## config.mk

```make
export PLATFORM = sky130hd
export DESIGN_NAME = sdram_ctrl_top
export DESIGN_NICKNAME = d
export VERILOG_FILES = /design/src/mem_port_pkg.sv /design/src/sdram_cfg_pkg.sv /design/src/sdram_ctrl_top.sv /design/src/sdram_data_path.sv /design/src/latency_delay.sv /design/src/sdram_fsm.sv /design/src/refresh_timer.sv /design/src/port_arbiter.sv /design/src/req_queue.sv
export SDC_FILE = /design/constraint.sdc
export NUM_CORES = 1
export LEC_CHECK = 0
export ABC_CLOCK_PERIOD_IN_PS = 3900
export BUFFER_PORTS_ARGS = -buffer_cell sky130_fd_sc_hd__buf_2
export CAP_MARGIN = 20
export CELL_PAD_IN_SITES_DETAIL_PLACEMENT = 0
export CELL_PAD_IN_SITES_GLOBAL_PLACEMENT = 2
export CORE_ASPECT_RATIO = 0.75
export CORE_MARGIN = 2
export CORE_UTILIZATION = 45
export CTS_CLUSTER_DIAMETER = 30
export DETAILED_ROUTE_END_ITERATION = 16
export GPL_TIMING_DRIVEN = 0
export PLACE_DENSITY = 0.79
export SYNTH_ARGS = -nofsm -noshare
export SYNTH_HDL_FRONTEND = slang
export SYNTH_SLANG_ARGS = --single-unit
```

## constraint.sdc

```tcl
create_clock -name sdram_clk -period 3.9 [get_ports sdram_clk]
set_clock_uncertainty 0.2 [all_clocks]
set_input_delay 0.585 -clock sdram_clk [delete_from_list [all_inputs] [get_ports sdram_clk]]
set_output_delay 0.585 -clock sdram_clk [all_outputs]
set_load 0.03 [all_outputs]
```

## src/mem_port_pkg.sv

```systemverilog
package mem_port_pkg;

   localparam int NUM_PORTS = 4;
   typedef logic [1:0] port_idx_t;

   // Bank, row and upper column bits
   localparam int ADR_W = 23;

   typedef logic [31:0] word_t;
   typedef logic [3:0]  be_t;

   // Request word {we, adr, dat, be}
   localparam int REQ_BE_LSB  = 0;
   localparam int REQ_DAT_LSB = REQ_BE_LSB + $bits(be_t);
   localparam int REQ_ADR_LSB = REQ_DAT_LSB + $bits(word_t);
   localparam int REQ_WE_BIT  = REQ_ADR_LSB + ADR_W;
   localparam int REQ_W       = REQ_WE_BIT + 1;

   typedef logic [REQ_W-1:0] req_t;

   localparam int QUEUE_DEPTH = 4;

endpackage

```

## src/sdram_cfg_pkg.sv

```systemverilog
package sdram_cfg_pkg;

   // Device geometry
   localparam int BA_W  = 2;
   localparam int ROW_W = 13;
   localparam int COL_W = 9;

   localparam int CAS_LAT = 2;

   // Wait counts in cycles
   localparam int T_RP      = 2;
   localparam int T_RCD     = 2;
   localparam int T_RFC     = 7;
   localparam int T_WR_DONE = 4;
   localparam int WAIT_W    = 3;

   // Short refresh interval for simulation
   localparam int REF_INTERVAL = 150;
   localparam int REF_CNT_W    = 8;

   localparam int AP_BIT = 10;

   // Burst length 2, sequential, CAS latency in bits 6:4
   localparam logic [ROW_W-1:0] MODE_WORD = {6'b000000, 3'(CAS_LAT), 1'b0, 3'b001};

   // Encoded as {ras_n, cas_n, we_n}
   typedef enum logic [2:0] {
      CMD_LOAD_MODE = 3'b000,
      CMD_REFRESH   = 3'b001,
      CMD_PRECHARGE = 3'b010,
      CMD_ACTIVE    = 3'b011,
      CMD_WRITE     = 3'b100,
      CMD_READ      = 3'b101,
      CMD_NOP       = 3'b111
   } cmd_t;

endpackage
```

## src/sdram_ctrl_top.sv

```systemverilog
`timescale 1ns/1ps

module sdram_ctrl_top (
   input  logic                                                   sdram_clk,
   input  logic                                                   sdram_rst,
   input  logic [mem_port_pkg::NUM_PORTS-1:0]                     req_push_i,
   input  logic [mem_port_pkg::NUM_PORTS-1:0]                     req_we_i,
   input  logic [mem_port_pkg::NUM_PORTS-1:0][mem_port_pkg::ADR_W-1:0] req_adr_i,
   input  mem_port_pkg::word_t [mem_port_pkg::NUM_PORTS-1:0]      req_dat_i,
   input  mem_port_pkg::be_t [mem_port_pkg::NUM_PORTS-1:0]        req_be_i,
   output logic [mem_port_pkg::NUM_PORTS-1:0]                     req_full_o,
   output logic                                                   rd_valid_o,
   output mem_port_pkg::port_idx_t                                rd_port_o,
   output mem_port_pkg::word_t                                    rd_dat_o,
   output logic                                                   cke_o,
   output logic                                                   cs_n_o,
   output logic                                                   ras_n_o,
   output logic                                                   cas_n_o,
   output logic                                                   we_n_o,
   output logic [sdram_cfg_pkg::BA_W-1:0]                         ba_o,
   output logic [sdram_cfg_pkg::ROW_W-1:0]                        a_o,
   output logic [15:0]                                            dq_o,
   output logic [1:0]                                             dqm_o,
   output logic                                                   dq_oe_o,
   input  logic [15:0]                                            dq_i
);
   import sdram_cfg_pkg::*;
   import mem_port_pkg::*;

   req_t [NUM_PORTS-1:0] heads;
   logic [NUM_PORTS-1:0] empty;
   req_t                 granted;
   port_idx_t            grant_idx;
   logic                 grant_valid;
   logic                 fsm_idle;
   logic                 pop;
   logic                 ref_pending;
   logic                 ref_done;
   logic                 wr_beat0;
   logic                 rd_issue;
   cmd_t                 cmd;

   for (genvar p = 0; p < NUM_PORTS; p++) begin : g_port
      req_queue #(.DEPTH(QUEUE_DEPTH)) u_queue (
         .sdram_clk (sdram_clk),
         .sdram_rst (sdram_rst),
         .push_i    (req_push_i[p]),
         .entry_i   ({req_we_i[p], req_adr_i[p], req_dat_i[p], req_be_i[p]}),
         .pop_i     (pop && (grant_idx == port_idx_t'(p))),
         .head_o    (heads[p]),
         .empty_o   (empty[p]),
         .full_o    (req_full_o[p])
      );
   end

   assign granted = heads[grant_idx];

   port_arbiter u_arbiter (
      .sdram_clk     (sdram_clk),
      .sdram_rst     (sdram_rst),
      .empty_i       (empty),
      .fsm_idle_i    (fsm_idle),
      .grant_idx_o   (grant_idx),
      .grant_valid_o (grant_valid)
   );

   refresh_timer u_refresh (
      .sdram_clk     (sdram_clk),
      .sdram_rst     (sdram_rst),
      .ref_done_i    (ref_done),
      .ref_pending_o (ref_pending)
   );

   sdram_fsm u_fsm (
      .sdram_clk     (sdram_clk),
      .sdram_rst     (sdram_rst),
      .grant_valid_i (grant_valid),
      .req_we_i      (granted[REQ_WE_BIT]),
      .req_adr_i     (granted[REQ_ADR_LSB +: ADR_W]),
      .ref_pending_i (ref_pending),
      .cmd_o         (cmd),
      .ba_o          (ba_o),
      .a_o           (a_o),
      .pop_o         (pop),
      .ref_done_o    (ref_done),
      .fsm_idle_o    (fsm_idle),
      .wr_beat0_o    (wr_beat0),
      .rd_issue_o    (rd_issue)
   );

   assign {ras_n_o, cas_n_o, we_n_o} = cmd;
   assign cs_n_o = 1'b0;

   always_ff @(posedge sdram_clk or posedge sdram_rst) begin
      if (sdram_rst) begin
         cke_o <= 1'b0;
      end else begin
         cke_o <= 1'b1;
      end
   end

   // Requester tag and read strobe follow the data out of the device
   latency_delay #(.DEPTH(CAS_LAT + 2), .payload_t(port_idx_t)) u_tag_dly (
      .sdram_clk (sdram_clk),
      .sdram_rst (sdram_rst),
      .d_i       (grant_idx),
      .q_o       (rd_port_o)
   );

   latency_delay #(.DEPTH(CAS_LAT + 2), .payload_t(logic)) u_rd_dly (
      .sdram_clk (sdram_clk),
      .sdram_rst (sdram_rst),
      .d_i       (rd_issue),
      .q_o       (rd_valid_o)
   );

   sdram_data_path u_data_path (
      .sdram_clk  (sdram_clk),
      .sdram_rst  (sdram_rst),
      .wr_beat0_i (wr_beat0),
      .wr_dat_i   (granted[REQ_DAT_LSB +: $bits(word_t)]),
      .wr_be_i    (granted[REQ_BE_LSB +: $bits(be_t)]),
      .dq_i       (dq_i),
      .dq_o       (dq_o),
      .dqm_o      (dqm_o),
      .dq_oe_o    (dq_oe_o),
      .rd_word_o  (rd_dat_o)
   );

endmodule

```

## src/sdram_data_path.sv

```systemverilog
`timescale 1ns/1ps

module sdram_data_path (
   input  logic                sdram_clk,
   input  logic                sdram_rst,
   input  logic                wr_beat0_i,
   input  mem_port_pkg::word_t wr_dat_i,
   input  mem_port_pkg::be_t   wr_be_i,
   input  logic [15:0]         dq_i,
   output logic [15:0]         dq_o,
   output logic [1:0]          dqm_o,
   output logic                dq_oe_o,
   output mem_port_pkg::word_t rd_word_o
);

   logic        wr_beat1;
   logic [15:0] hi_dat;
   logic [1:0]  hi_mask;
   logic [15:0] cap_new;
   logic [15:0] cap_old;

   always_ff @(posedge sdram_clk or posedge sdram_rst) begin
      if (sdram_rst) begin
         wr_beat1 <= 1'b0;
      end else begin
         wr_beat1 <= wr_beat0_i;
      end
   end

   // High half goes out one cycle after the low half
   always_ff @(posedge sdram_clk) begin
      if (wr_beat0_i) begin
         hi_dat  <= wr_dat_i[31:16];
         hi_mask <= ~wr_be_i[3:2];
      end
   end

   always_comb begin
      if (wr_beat0_i) begin
         dq_o  = wr_dat_i[15:0];
         dqm_o = ~wr_be_i[1:0];
      end else if (wr_beat1) begin
         dq_o  = hi_dat;
         dqm_o = hi_mask;
      end else begin
         dq_o  = '0;
         dqm_o = 2'b00;
      end
   end

   assign dq_oe_o = wr_beat0_i | wr_beat1;

   // First beat ends up in the low half
   always_ff @(posedge sdram_clk) begin
      cap_new <= dq_i;
      cap_old <= cap_new;
   end

   assign rd_word_o = {cap_new, cap_old};

endmodule

```

## src/latency_delay.sv

```systemverilog
`timescale 1ns/1ps

module latency_delay #(
   parameter int  DEPTH     = 1,
   parameter type payload_t = logic
) (
   input  logic     sdram_clk,
   input  logic     sdram_rst,
   input  payload_t d_i,
   output payload_t q_o
);

   payload_t stage [DEPTH];

   always_ff @(posedge sdram_clk or posedge sdram_rst) begin
      if (sdram_rst) begin
         for (int i = 0; i < DEPTH; i++) begin
            stage[i] <= '0;
         end
      end else begin
         stage[0] <= d_i;
         for (int i = 1; i < DEPTH; i++) begin
            stage[i] <= stage[i-1];
         end
      end
   end

   assign q_o = stage[DEPTH-1];

endmodule

```

## src/sdram_fsm.sv

```systemverilog
`timescale 1ns/1ps

module sdram_fsm (
   input  logic                            sdram_clk,
   input  logic                            sdram_rst,
   input  logic                            grant_valid_i,
   input  logic                            req_we_i,
   input  logic [mem_port_pkg::ADR_W-1:0]  req_adr_i,
   input  logic                            ref_pending_i,
   output sdram_cfg_pkg::cmd_t             cmd_o,
   output logic [sdram_cfg_pkg::BA_W-1:0]  ba_o,
   output logic [sdram_cfg_pkg::ROW_W-1:0] a_o,
   output logic                            pop_o,
   output logic                            ref_done_o,
   output logic                            fsm_idle_o,
   output logic                            wr_beat0_o,
   output logic                            rd_issue_o
);
   import sdram_cfg_pkg::*;
   import mem_port_pkg::*;

   typedef enum logic [2:0] {
      INIT_PRE,
      INIT_MODE,
      IDLE,
      ACTIVATE,
      ACCESS,
      REFRESH,
      WAIT
   } state_t;

   state_t            state;
   state_t            state_nx;
   state_t            ret_state;
   state_t            ret_nx;
   logic [WAIT_W-1:0] wait_cnt;
   logic [WAIT_W-1:0] wait_nx;
   logic [BA_W-1:0]   bank;
   logic [ROW_W-1:0]  row;
   logic [ROW_W-1:0]  col_ap;
   logic [ROW_W-1:0]  all_banks;

   // Column LSB is zero, a word is two beats
   always_comb begin
      bank              = req_adr_i[ADR_W-1 -: BA_W];
      row               = req_adr_i[ADR_W-BA_W-1 -: ROW_W];
      col_ap            = '0;
      col_ap[COL_W-1:0] = {req_adr_i[COL_W-2:0], 1'b0};
      col_ap[AP_BIT]    = 1'b1;
      all_banks         = '0;
      all_banks[AP_BIT] = 1'b1;
   end

   always_comb begin
      state_nx = state;
      ret_nx   = ret_state;
      wait_nx  = wait_cnt;
      case (state)
         INIT_PRE: begin
            state_nx = WAIT;
            ret_nx   = INIT_MODE;
            wait_nx  = WAIT_W'(T_RP);
         end
         INIT_MODE: begin
            state_nx = WAIT;
            ret_nx   = IDLE;
            wait_nx  = WAIT_W'(T_RP);
         end
         IDLE: begin
            // Refresh outranks port traffic
            if (ref_pending_i) begin
               state_nx = REFRESH;
            end else if (grant_valid_i) begin
               state_nx = ACTIVATE;
            end
         end
         ACTIVATE: begin
            state_nx = WAIT;
            ret_nx   = ACCESS;
            wait_nx  = WAIT_W'(T_RCD);
         end
         ACCESS: begin
            state_nx = WAIT;
            ret_nx   = IDLE;
            wait_nx  = WAIT_W'(T_WR_DONE);
         end
         REFRESH: begin
            state_nx = WAIT;
            ret_nx   = IDLE;
            wait_nx  = WAIT_W'(T_RFC);
         end
         WAIT: begin
            if (wait_cnt == WAIT_W'(1)) begin
               state_nx = ret_state;
            end else begin
               wait_nx = wait_cnt - 1'b1;
            end
         end
         default: begin
            state_nx = IDLE;
         end
      endcase
   end

   // Arbiter may resample only while no grant is being taken
   assign fsm_idle_o = (state == IDLE && !grant_valid_i) || (state == WAIT && ret_state == IDLE);

   // Pins follow the state that is entered
   always_ff @(posedge sdram_clk or posedge sdram_rst) begin
      if (sdram_rst) begin
         state      <= WAIT;
         ret_state  <= INIT_PRE;
         wait_cnt   <= WAIT_W'(T_RP);
         cmd_o      <= CMD_NOP;
         ba_o       <= '0;
         a_o        <= '0;
         pop_o      <= 1'b0;
         ref_done_o <= 1'b0;
         wr_beat0_o <= 1'b0;
         rd_issue_o <= 1'b0;
      end else begin
         state      <= state_nx;
         ret_state  <= ret_nx;
         wait_cnt   <= wait_nx;
         pop_o      <= 1'b0;
         ref_done_o <= 1'b0;
         wr_beat0_o <= 1'b0;
         rd_issue_o <= 1'b0;
         case (state_nx)
            INIT_PRE: begin
               cmd_o <= CMD_PRECHARGE;
               a_o   <= all_banks;
            end
            INIT_MODE: begin
               cmd_o <= CMD_LOAD_MODE;
               ba_o  <= '0;
               a_o   <= MODE_WORD;
            end
            ACTIVATE: begin
               cmd_o <= CMD_ACTIVE;
               ba_o  <= bank;
               a_o   <= row;
            end
            ACCESS: begin
               cmd_o      <= req_we_i ? CMD_WRITE : CMD_READ;
               ba_o       <= bank;
               a_o        <= col_ap;
               pop_o      <= 1'b1;
               wr_beat0_o <= req_we_i;
               rd_issue_o <= !req_we_i;
            end
            REFRESH: begin
               cmd_o      <= CMD_REFRESH;
               ref_done_o <= 1'b1;
            end
            default: begin
               cmd_o <= CMD_NOP;
            end
         endcase
      end
   end

endmodule

```

## src/refresh_timer.sv

```systemverilog
`timescale 1ns/1ps

module refresh_timer (
   input  logic sdram_clk,
   input  logic sdram_rst,
   input  logic ref_done_i,
   output logic ref_pending_o
);
   import sdram_cfg_pkg::*;

   logic [REF_CNT_W-1:0] ref_cnt;

   always_ff @(posedge sdram_clk or posedge sdram_rst) begin
      if (sdram_rst) begin
         ref_cnt       <= REF_CNT_W'(REF_INTERVAL - 1);
         ref_pending_o <= 1'b0;
      end else begin
         if (ref_cnt == '0) begin
            ref_cnt <= REF_CNT_W'(REF_INTERVAL - 1);
         end else begin
            ref_cnt <= ref_cnt - 1'b1;
         end
         // New request wins over a clear in the same cycle
         if (ref_cnt == '0) begin
            ref_pending_o <= 1'b1;
         end else if (ref_done_i) begin
            ref_pending_o <= 1'b0;
         end
      end
   end

endmodule

```

## src/port_arbiter.sv

```systemverilog
`timescale 1ns/1ps

module port_arbiter (
   input  logic                               sdram_clk,
   input  logic                               sdram_rst,
   input  logic [mem_port_pkg::NUM_PORTS-1:0] empty_i,
   input  logic                               fsm_idle_i,
   output mem_port_pkg::port_idx_t            grant_idx_o,
   output logic                               grant_valid_o
);
   import mem_port_pkg::*;

   port_idx_t pick;
   logic      any_req;

   // Scan downwards so the lowest non-empty index is kept
   always_comb begin
      pick    = '0;
      any_req = 1'b0;
      for (int i = NUM_PORTS - 1; i >= 0; i--) begin
         if (!empty_i[i]) begin
            pick    = port_idx_t'(i);
            any_req = 1'b1;
         end
      end
   end

   // Grant frozen while a request is in service
   always_ff @(posedge sdram_clk or posedge sdram_rst) begin
      if (sdram_rst) begin
         grant_idx_o   <= '0;
         grant_valid_o <= 1'b0;
      end else if (fsm_idle_i) begin
         grant_idx_o   <= pick;
         grant_valid_o <= any_req;
      end
   end

endmodule

```

## src/req_queue.sv

```systemverilog
`timescale 1ns/1ps

module req_queue #(
   parameter int DEPTH = mem_port_pkg::QUEUE_DEPTH
) (
   input  logic               sdram_clk,
   input  logic               sdram_rst,
   input  logic               push_i,
   input  mem_port_pkg::req_t entry_i,
   input  logic               pop_i,
   output mem_port_pkg::req_t head_o,
   output logic               empty_o,
   output logic               full_o
);
   import mem_port_pkg::*;

   localparam int PTR_W = (DEPTH > 1) ? $clog2(DEPTH) : 1;
   localparam int CNT_W = $clog2(DEPTH + 1);

   req_t             mem [DEPTH];
   logic [PTR_W-1:0] wr_ptr;
   logic [PTR_W-1:0] rd_ptr;
   logic [CNT_W-1:0] count;
   logic             do_push;
   logic             do_pop;

   assign empty_o = (count == '0);
   assign full_o  = (count == CNT_W'(DEPTH));
   // Push at full is dropped
   assign do_push = push_i && !full_o;
   assign do_pop  = pop_i && !empty_o;
   assign head_o  = mem[rd_ptr];

   always_ff @(posedge sdram_clk or posedge sdram_rst) begin
      if (sdram_rst) begin
         wr_ptr <= '0;
         rd_ptr <= '0;
         count  <= '0;
      end else begin
         if (do_push) begin
            wr_ptr <= (wr_ptr == PTR_W'(DEPTH - 1)) ? '0 : wr_ptr + 1'b1;
         end
         if (do_pop) begin
            rd_ptr <= (rd_ptr == PTR_W'(DEPTH - 1)) ? '0 : rd_ptr + 1'b1;
         end
         count <= count + CNT_W'(do_push) - CNT_W'(do_pop);
      end
   end

   always_ff @(posedge sdram_clk) begin
      if (do_push) begin
         mem[wr_ptr] <= entry_i;
      end
   end

endmodule

```

; Yosys cells after proc, flatten, opt, wreduce, memory -nomap -nowiden
; Memory sizes are Yosys's and may differ from the RTL's.
; Index checks and enable logic that the tools add are counted.
[op_classes]
addsub = 18
order_cmp = 1
eq_ne = 28
muxes = 48
bitwise_logic = 3
n_reduce_logical = 43
[op_table]
columns = operator, count
row1 = 60-bit binary-select mux with 2-bit select, 1
row2 = 60-bit two-way mux, 1
row3 = 13-bit case mux with 4 select lines, 1
row4 = 16-bit two-way mux, 2
row5 = 2-bit two-way mux, 14
row6 = 3-bit == test (second input constant), 9
row7 = 2-bit == test (second input constant), 10
row8 = 1-bit two-way mux, 19
row9 = 3-bit zero test, 6
row10 = 3-bit case mux with 3 select lines, 2
row11 = 2-bit by 1-bit adder with 2-bit output (second input constant), 8
row12 = 3-bit case mux with 5 select lines, 1
row13 = 1-bit logical AND, 14
row14 = 3-bit by 1-bit adder with 3-bit output, 4
row15 = 3-bit by 2-bit == test with 1-bit output (second input constant), 4
row16 = 3-bit two-way mux, 4
row17 = 3-bit case mux with 4 select lines, 1
row18 = 3-bit by 1-bit subtractor with 3-bit output, 4
row19 = 1-bit zero test, 10
row20 = 3-bit by 1-bit == test with 1-bit output (second input constant), 3
row21 = 8-bit zero test, 1
row22 = 8-bit two-way mux, 1
row23 = 4-bit nonzero test, 2
row24 = 8-bit by 1-bit subtractor with 8-bit output (second input constant), 1
row25 = other kinds (15), 18
[totals]
register_bits = 135
ramBits = 960
in_bits = 262
out_inout_bits = 78
wordCells = 185
memories = 4
[mem_list]
columns = memory, depth, word_bits, rd, rd_clocked_by_memory_dff, wr, line
row1 = g_port[0].u_queue.mem, 4, 60, 1, 0, 1, req_queue.sv:20  ; req_t mem [DEPTH];
row2 = g_port[1].u_queue.mem, 4, 60, 1, 0, 1, req_queue.sv:20
row3 = g_port[2].u_queue.mem, 4, 60, 1, 0, 1, req_queue.sv:20
row4 = g_port[3].u_queue.mem, 4, 60, 1, 0, 1, req_queue.sv:20

; Logic depth before layout (Yosys ltp)
; Gate-level depths: netlist of the first run.
[depth]
depth_word = 6
depth_mapped = 11
ltp_nobuf = 10

; Modules after synthesis
; A second synthesis of the first run with hierarchy kept.
[unflattened]
cells_unflattened = 1796
hier_area_um2 = 42087.9
[modules_own_cells]
columns = module, n_inst, cells_each, area_per_inst_um2
row1 = req_queue, 4, 354, 9173.8
row2 = sdram_ctrl_top, 1, 83, 1591.5
row3 = sdram_fsm, 1, 145, 1490.2
row4 = sdram_data_path, 1, 80, 1433.9
row5 = refresh_timer, 1, 40, 416.6
row6 = latency_delay at u_tag_dly, 1, 11, 219.0
row7 = port_arbiter, 1, 16, 137.6
row8 = latency_delay at u_rd_dly, 1, 5, 103.8

; Worst setup path before layout of the first run
; OpenSTA, ideal clock, no wires.
[synth_timing]
path_type = input-to-reg
from = in req_push_i[2] (netlist name)
to = mem g_port[2].u_queue.mem[0][0] (netlist name) (enable)
arrival_time_ps = 2374
slack_ps = 902
cell_stages = 3
path_buffers = 1
path_cell_list = nor2b_1 clkbuf_1 and2_1
[synth_between]
elab_chain_len = 3
[synth_lines]
columns = item, line
row1 = "start, declared", sdram_ctrl_top.sv:6  ; input logic [mem_port_pkg::NUM_PORTS-1:0] req_push_i,
row2 = 1-bit logical AND, req_queue.sv:30  ; assign do_push = push_i && !full_o;
row3 = via g_port[2].u_queue.do_push, req_queue.sv:24  ; logic do_push;
row4 = 1-bit two-way mux, req_queue.sv:51  ; if (do_push) begin
row5 = 1-bit two-way mux (implied by the code), req_queue.sv:52  ; mem[wr_ptr] <= entry_i;
row6 = "end, declared", req_queue.sv:20
; The timed path passes the listed nets, and every way through them passes these cells.

; Worst setup path in the final report of the first run
[layout_timing]
from = reg g_port[3].u_queue.rd_ptr[0]
to = out dq_o[10]
[layout_between]
elab_chain_len = 4
[layout_lines]
columns = item, line
row1 = "start, declared", req_queue.sv:22  ; logic [PTR_W-1:0] rd_ptr;
row2 = "start signal, assigned", req_queue.sv:44  ; rd_ptr <= (rd_ptr == PTR_W'(DEPTH - 1)) ? '0 : rd_ptr + 1'b1;
row3 = memory 4 x 60 bit, -
row4 = 60-bit binary-select mux with 2-bit select, sdram_ctrl_top.sv:56  ; assign granted = heads[grant_idx];
row5 = 60-bit two-way mux (implied by the code), sdram_ctrl_top.sv:56
row6 = 16-bit two-way mux, sdram_data_path.sv:39  ; if (wr_beat0_i) begin
row7 = "end, declared", sdram_ctrl_top.sv:22  ; output logic [15:0] dq_o,
; Every way passes these cells. The select of a mux whose other input is x is not followed.

==> metrics.md, run 1 <==
| Metric | Value |
|---|---|
| Hold/Removal Path Class | flip-flop to flip-flop |
| Area fraction in compound gates after synthesis | 0.0181 |
| Overall power of the completed layout | 0.0396 W |
| Biggest area consumer among synthesized cells | sky130_fd_sc_hd__edfxtp_1 |
| Setup repair after global routing missed its margin | true |
| Share of final-layout standard cells stronger than drive strength 1 | 0.377 |
| Post-layout worst setup margin | between 0.03 and 0.04 ns |
| Width of the chip | roughly 360 um |
| Worst flop-to-flop path startpoint | u_arbiter.grant_idx_o[1] |
| First-pass iteration count of the detailed router | 5 |
| Standby leakage power | 19.0 nW |
| Detailed-route wire length | between 100 and 150 mm |
| GP Congestion | 0.865 |
| Max-cap viol count | 0 |
| Proportion of synthesized flip-flops having asynchronous set or reset | 0.0776 |
| Count of final hold-check violations | 0 |
| HPWL after detailed placement | ~70 mm |
| Floorplan core area | slightly above 90000 um^2 |
| Endpoints failing setup | 0 |
| Number of rows created at floorplan | 96 |
| Relative slew margins | 0.283 |
| Top area cells in the synthesized netlist | sky130_fd_sc_hd__edfxtp_1 70%, sky130_fd_sc_hd__mux4_2 14%, sky130_fd_sc_hd__dfrtp_1 4.5% |
| Die Y | around 270 um |
| Violation count after the first detailed-route iteration | approximately 1900 |
| Share of the synthesized area in the top cell type | 0.705 |
| Adder-cell share of the synthesized area | 0.0115 |
| Total number of vias | 22071 |
| Peak supply drop | approximately 0.43 mV |
| Share of the yosys chip area belonging to registers | 0.771 |
| Critical path's slowest cell | sky130_fd_sc_hd__mux4_2 |
| Power Density | ~730 nW/um^2 |
| Clock tree root driver cell | sky130_fd_sc_hd__clkbuf_16 |
| Non-filler instance count after layout | between 4000 and 5000 |
| Category of the critical setup timing path | flip-flop to output port |
| Final core utilization | 0.592 |
| Die footprint | 95100 um^2 |
| Number of synthesized flops with an enable pin | 978 |
| Clock insertion delay at the later pin of the skew report | 0.75 ns |
| Pin count of the biggest net entering global routing | 55 |
| Chain of cells forming the critical path | buf_6 -> buf_6 -> mux4_2 -> mux2i_2 -> nor2_1 -> a21oi_2 -> o21ai_1 -> buf_2 |
| Vias in the first global route | around 23000 |
| Distinct cells, synth | 63 |
| Relative area change from synthesis to final layout | 30.1% |
| Gr ovfl total | 0 |
| Most repeated library cell on the critical path | sky130_fd_sc_hd__buf_6 |
| Origin of the worst min-delay path | u_data_path.cap_new[10] |
| CP peak stage delay | between 0.5 and 0.6 ns |
| Antenna violations before repair | 20 |
| Share of synthesized area spent on multiplexers | 0.158 |
| Total of buffers placed on input and output ports | ~340 |
| Maximum fanout along the worst path | 10 |
| Setup crit start kind | flip-flop |
| Starting utilization of the core area | 0.455 |
| Mean Syn Cell Area | roughly 22 um^2 |
| Critical path data required time | between 3 and 4 ns |
| Filler Cells Inserted | around 6700 |
| Combinational family with the most area after synthesis | multiplexers |
| DP Worst Slack | -0.0398 ns |
| Flops & latches, synth | between 1000 and 1500 |
| Leading cell types in the layout, fill and taps excluded | 978 x sky130_fd_sc_hd__edfxtp_1, 359 x sky130_fd_sc_hd__buf_2, 259 x sky130_fd_sc_hd__mux4_2, 257 x sky130_fd_sc_hd__dlygate4sd3_1, 174 x sky130_fd_sc_hd__clkbuf_16 |
| Clock period minus final worst setup slack | 3.87 ns |
| Most common cell after layout, fill and taps aside | sky130_fd_sc_hd__edfxtp_1 |
| Max-slew violation count | 0 |
| Wire length per cell | 25.5 um |
| Residual DRC count | 0 |
| Global Route Usage Sum | 0.221 |
| Count of antenna-violating nets left after detailed routing | 0 |
| Synthesized cell area | about 42000 um^2 |
| Syn. warnings | 0 |
| Number of top-level pins | 340 |
| Worst slew pin tran | about 1.1 ns |
| Setup crit end kind | output port |
| TritonCTS clock tree | yes |
| Share of the synthesized netlist area taken by xor and xnor gates | 0.00273 |
| Post-route clock period utilization | 0.992 |
| Final #Nets | ~3000 |
| Maximum clock rate | between 200 and 300 MHz |
| H-tree lvl count | 4 |
| Share of synthesized cell area in and, or, nand and nor gates | 0.0231 |
| Placed cells | between 3000 and 4000 |
| Total CTS buffers | approximately 170 |
| Synthesized instance count | 1915 |
| Launch point of the critical path | g_port[3].u_queue.rd_ptr[0] |
| Max Root-Sink Buffers | 3 |
| Clock transition at the register clock pins on the worst setup and hold paths after CTS | ~0.060 ns |
| Primary FF master, synth | sky130_fd_sc_hd__edfxtp_1 |
| Outcome | completed |
| Data arrival, critical path | roughly 3 ns |
| Via density | between 5 and 6 |
| Num Clock Sinks | 1095 |
| Wire length of the first global-routing pass | roughly 150 mm |
| Nets in the synthesized netlist | between 2000 and 2500 |
==> metal layers <==
layer,GRT usage,vias to the layer above,routed length (um)
met1,0.302,11511,42300
met2,0.346,838,50200
li1,-,9542,-
met5,0,-,148
met4,0.0647,22,2180
met3,0.0674,158,9070
==> kinds of logic (layout without fill, tap and decap cells) <==
logic type | after synthesis | in the layout
muxes | 331 | 331
AOI/OAI and AO/OA | 119 | 119
DFF | 1095 | 1095
other | 2 | 14
buffers and inverters | 133 | 1055
xor gates and xnor gates | 13 | 13
adders and majority gates | 36 | 36
and+or+nand+nor | 186 | 186
==> where the power goes <==
part,internal [W],switching [W]
logic,0.00335,0.00476
clock network,0.00981,0.00567
registers,0.0153,0.000662
total,0.0285,0.0111
==> critical path: cells and delay by family (launching register included) <==
kind / cells / cell delay [ns]
AOI/OAI and AO/OA: 2 / 0.50
buffers and inverters: 3 / 0.59
DFF: 1 / 0.36
muxes: 2 / 0.77
and+or+nand+nor: 1 / 0.09
==> flip-flops by register name, summed over array words and instances (netlist names), 2 cells and up <==
register and cells:
g_port.u_queue.mem 960, u_data_path.cap_new 16, u_data_path.cap_old 16, u_data_path.hi_dat 16, u_fsm.a_o 13, g_port.u_queue.count 12
g_port.u_queue.rd_ptr 8, g_port.u_queue.wr_ptr 8, u_refresh.ref_cnt 8, u_tag_dly.stage 6, u_fsm.cmd_o 3, u_fsm.ret_state 3
u_fsm.state 3, u_fsm.wait_cnt 3, u_rd_dly.stage 3, u_arbiter.grant_idx_o 2, u_data_path.hi_mask 2, u_fsm.ba_o 2
u_tag_dly.q_o 2
==> cell type report <==
class | count | area (um^2) | share of cell area
Multi-Input combinational cell | 687 | 9080 | 0.168
Tap cell | 1225 | 1530 | 0.0283
Timing Repair Buffer | 613 | 4740 | 0.0874
Sequential cell | 1095 | 32100 | 0.593
Antenna cell | 12 | 30.0 | 0.000554
Clock buffer | 191 | 4440 | 0.0819
Inverter | 38 | 145 | 0.00268
Buffer | 88 | 586 | 0.0108
Clock inverter | 125 | 1510 | 0.0279
==> final timing paths <==
check | cells after the start | slack [ns] | to
setup / recovery | 8 | 0.03 | dq_o[10]
hold reg to reg | 0 | 0.14 | u_data_path.cap_old[10]
hold / removal | 0 | 0.14 | u_data_path.cap_old[10]
max in group asynchronous | 4 | 2.53 | u_fsm.wr_beat0_o
setup reg to reg | 10 | 0.71 | g_port[0].u_queue.count[2]
min in group asynchronous | 3 | 0.26 | u_refresh.ref_cnt[6]
==> repair_timing <==
action                                  in CTS  in global routing
gates cloned                                 0                  0
setup buffers                                0                  0
pin swaps                                    0                  0
hold buffers                               257                  0
resized for setup                           75                 13
endpoints found under the setup margin      18                 14
endpoints found under the hold margin     1007                  0
==> cells in the mapped netlist, drive strengths merged (10+ instances only) <==
master  instances
a21oi          30
mux2i          41
and2           17
nand2          49
ha             32
mux4          259
edfxtp        978
buf            65
inv            38
dfstp          10
nor2           48
nor2b          10
nor3           10
a22oi          20
dfrtp          75
o21ai          39
nand3          13
mux2           31
xnor2          10
dfxtp          32
clkbuf         30
==> metrics by stage <==
step | hold WS, ns | cell area, um^2 | setup TNS, ns
floorplan | 0.131 | 41700 | 0
global route | 0.150 | 54200 | -0.170
detailed placement | 0.130 | 45400 | -0.0398
global placement | 0.126 | 44900 | -628.94
finish | 0.139 | 54200 | 0
CTS | 0.141 | 54100 | 0
Power figures use the tool's default switching activity.
==> run 2, diff against run 1 <==
--- a/config.mk
+++ b/config.mk
@@ -8,15 +8,14 @@
 export ABC_CLOCK_PERIOD_IN_PS = 3900
 export BUFFER_PORTS_ARGS = -buffer_cell sky130_fd_sc_hd__buf_2
 export CAP_MARGIN = 20
-export CELL_PAD_IN_SITES_DETAIL_PLACEMENT = 0
-export CELL_PAD_IN_SITES_GLOBAL_PLACEMENT = 2
 export CORE_ASPECT_RATIO = 0.75
 export CORE_MARGIN = 2
 export CORE_UTILIZATION = 45
 export CTS_CLUSTER_DIAMETER = 30
 export DETAILED_ROUTE_END_ITERATION = 16
 export GPL_TIMING_DRIVEN = 0
-export PLACE_DENSITY = 0.79
+export HOLD_SLACK_MARGIN = 0.02
+export PLACE_DENSITY = 0.65
 export SYNTH_ARGS = -nofsm -noshare
 export SYNTH_HDL_FRONTEND = slang
 export SYNTH_SLANG_ARGS = --single-unit
==> run 2 against run 1 <==
  * Count of clock-buffer cells in the layout is 8 lower
  * Hold slack worse by 0.0067 ns
  * Global-route usage is 0.58 points higher
  * Clock power is 6% lower
  * Utilization is 0.48 points lower
  * Via count is 0.78% higher
  * Power is 2.2% lower
  * Highest routed layer unchanged
==> metrics.md, run 2 (synthesized netlist as in run 1, its figures left out) <==
| Metric | Value |
|---|---|
| Outcome | completed |
| Most common cell after layout, fill and taps aside | sky130_fd_sc_hd__edfxtp_1 |
| Data arrival, critical path | 3.04 ns (-0.04 ns) |
| Pin count of the biggest net entering global routing | 71 (+29%) |
| Wire length of the first global-routing pass | 154 mm (+2.3%) |
| Number of rows created at floorplan | 96 (unchanged) |
| Final instance area | 53800 um^2 (-0.81%) |
| Flip-flop count of the largest register, all copies and words added | 960 (unchanged) |
| Clock insertion delay at the later pin of the skew report | 0.76 ns (about the same) |
| Setup repair after global routing missed its margin | true |
| TritonCTS clock tree | yes |
| Crit-path leading delay family | buffers and inverters |
| Die footprint | 95100 um^2 (unchanged) |
| HPWL after detailed placement | 73.7 mm (+5.5%) |
| Category of the critical setup timing path | flip-flop to output port |
| Antenna violations before repair | 24 (+20%) |
| Standby leakage power | 18.8 nW (-1.3%) |
| Share of final-layout standard cells stronger than drive strength 1 | 0.376 (-0.00163) |
| Endpoints failing setup | 0 (unchanged) |
| Sum of buffers and inverters on the critical path | 4 (+1) |
| GP Congestion | 0.924 (+6.9%) |
| Clock period minus final worst setup slack | 3.82 ns (-0.0483 ns) |
| Filler Cells Inserted | 6720 (+0.045%) |
| Area after detailed placement | 45300 um^2 (-0.16%) |
| Share of power burned in combinational logic | 0.212 (+0.007) |
| Post-route clock period utilization | 0.980 (-0.0124) |
| Wire length per cell | 26.0 um (+2.0%) |
| Most repeated library cell on the critical path | sky130_fd_sc_hd__buf_2 |
| Total CTS buffers | 165 (-2.4%) |
| Max-slew violation count | 0 (unchanged) |
| Relative area change from synthesis to final layout | 29.0% |
| Number of top-level pins | 340 (unchanged) |
| Hold slack | 0.133 ns (-0.00674 ns) |
| Max-cap viol count | 0 (unchanged) |
| Starting utilization of the core area | 0.455 (unchanged) |
| Detailed-route wire length | 106 mm (+1.8%) |
| Switch share | 0.289 (+0.00827) |
| Reg2Reg Depth | 11 (+1) |
| H-tree lvl count | 4 (unchanged) |
| Leading cell types in the layout, fill and taps excluded | 978 x sky130_fd_sc_hd__edfxtp_1, 357 x sky130_fd_sc_hd__buf_2, 259 x sky130_fd_sc_hd__mux4_2, 257 x sky130_fd_sc_hd__dlygate4sd3_1, 166 x sky130_fd_sc_hd__clkbuf_16 |
| Critical path data required time | 3.12 ns (about the same) |
| Setup crit start kind | flip-flop |
| Via density | 5.47 (+0.98%) |
| Sequential Power Share | 0.413 (+0.009) |
| Gr ovfl total | 0 (unchanged) |
| First-pass iteration count of the detailed router | 5 (unchanged) |
| Power Density | 720 nW/um^2 (-1.4%) |
| Width of the chip | 355 um (unchanged) |
| Maximum clock rate | 262 MHz (+1.3%) |
| Num Clock Sinks | 1095 (unchanged) |
| Peak supply drop | 0.442 mV (+1.8%) |
| Relative slew margins | 0.249 (-0.0341) |
| Worst flop-to-flop path startpoint | u_arbiter.grant_idx_o[1] |
| Clock transition at the register clock pins on the worst setup and hold paths after CTS | 0.06 ns (about the same) |
| Internal Pwr Total | 0.0275 W (-3.3%) |
| Floorplan core area | 91600 um^2 (unchanged) |
| Die Y | 268 um (unchanged) |
| Global Route Usage Sum | 0.227 (+0.00582) |
| Clock tree root driver cell | sky130_fd_sc_hd__clkbuf_16 |
| Maximum fanout along the worst path | 10 (unchanged) |
| Hold/Removal Path Class | input port to async pin |
| Max Root-Sink Buffers | 3 (unchanged) |
| Switching power summed over all nets | 0.0112 W (+0.70%) |
| Worst slew pin tran | 1.12 ns (+0.0510 ns) |
| Total of buffers placed on input and output ports | 338 (unchanged) |
| Final #Nets | 2985 (-0.17%) |
| Count of final hold-check violations | 0 (unchanged) |
| Violation count after the first detailed-route iteration | 2108 (+9.8%) |
| Residual DRC count | 0 (unchanged) |
| Most flop-heavy register | g_port.u_queue.mem |
| Endpoint of the worst-slack reg-to-reg timing path | g_port[2].u_queue.count[2] |
| Worst reg2reg setup slack | 0.61 ns (-0.10 ns) |
| Overall power of the completed layout | 0.0387 W (-2.2%) |
| CP peak stage delay | 0.43 ns (-0.09 ns) |
| Setup crit end kind | output port |
| Part of the total power dissipated in the clock network | 0.375 (-0.016) |
| Critical path's slowest cell | sky130_fd_sc_hd__mux2i_1 |
| Vias in the first global route | 23312 (+1.4%) |
| Total number of vias | 22243 (+0.78%) |
| Chain of cells forming the critical path | buf_2 -> clkbuf_4 -> buf_4 -> mux2i_1 -> o21ai_1 -> buf_2 |
| Count of antenna-violating nets left after detailed routing | 0 (unchanged) |
run 2: stage by stage:
stage	std cells	setup WS [ns]	utilization	setup TNS (ns)
4_1_cts	4054	-0.0000948	0.585	-0.0000948
2_1_floorplan	1915	0.902	-	0
5_1_grt	4057	-0.0000930	0.587	-0.0000930
3_3_place_gp	3478	-0.687	0.490	-567.15
3_5_place_dp	3495	-0.0971	0.495	-0.100
6_report	4066	0.0792	0.587	0
run 2: worst max-delay path by stage:
stage	start	endpoint	cells past startpoint	slack, ns
floorplan	req_push_i[2]	g_port[2].u_queue.mem[0][0]	3	0.90
global placement	req_push_i[0]	g_port[0].u_queue.mem[0][23]	4	-0.69
detailed placement	u_arbiter.grant_idx_o[0]	dq_o[10]	8	-0.1
CTS	u_fsm.wr_beat0_o	dq_o[7]	4	-0.00009
global route	g_port[3].u_queue.rd_ptr[0]	dq_o[11]	8	-0.00009
finish	u_arbiter.grant_idx_o[0]	dq_o[1]	6	0.08
run 2: power groups by stage:
stage / clock network, W / logic, W / registers [W]
after global routing: 0.0153 / 0.00872 / 0.0161
after floorplan: 0 / 0.00463 / 0.0162
after CTS: 0.0148 / 0.00825 / 0.0160
after global placement: 0 / 0.00729 / 0.0163
final: 0.0145 / 0.00820 / 0.0160
after detailed placement: 0 / 0.00782 / 0.0162
run 2: what timing repair did:
item	4_1_cts	5_1_grt
cloned	0	0
pin swaps	0	0
resized for setup	75	21
endpoints found under the hold margin	1051	0
buffers inserted	0	0
hold buffers	257	0
setup endpoints to repair	18	12
run 2: layout make-up:
type,count,area (um^2),share of cell area
multi-input combinational,687,9100,0.169
clock buffer,183,4240,0.0788
timing repair buffer,612,4660,0.0866
sequential,1095,32100,0.598
antenna,13,32.5,0.000605
inverter,38,145,0.00270
tap,1225,1530,0.0285
buffer,88,594,0.0111
clock inverter,125,1320,0.0246
run 2: layer usage:
| layer | part of all wire | vias up | GRT usage | routed length, um |
|---|---|---|---|---|
| met2 | 0.47 | 943 | 0.351 | 50100 |
| met4 | 0.026 | 28 | 0.0803 | 2740 |
| met5 | 0.0016 | - | 0 | 168 |
| met1 | 0.41 | 11576 | 0.305 | 43000 |
| met3 | 0.093 | 174 | 0.0725 | 9850 |
| li1 | - | 9522 | - | - |
run 2: tightest hold or removal path: cells and delay by family:
kind / cells / cell delay [ns]
buffers and inverters: 3 / 0.89
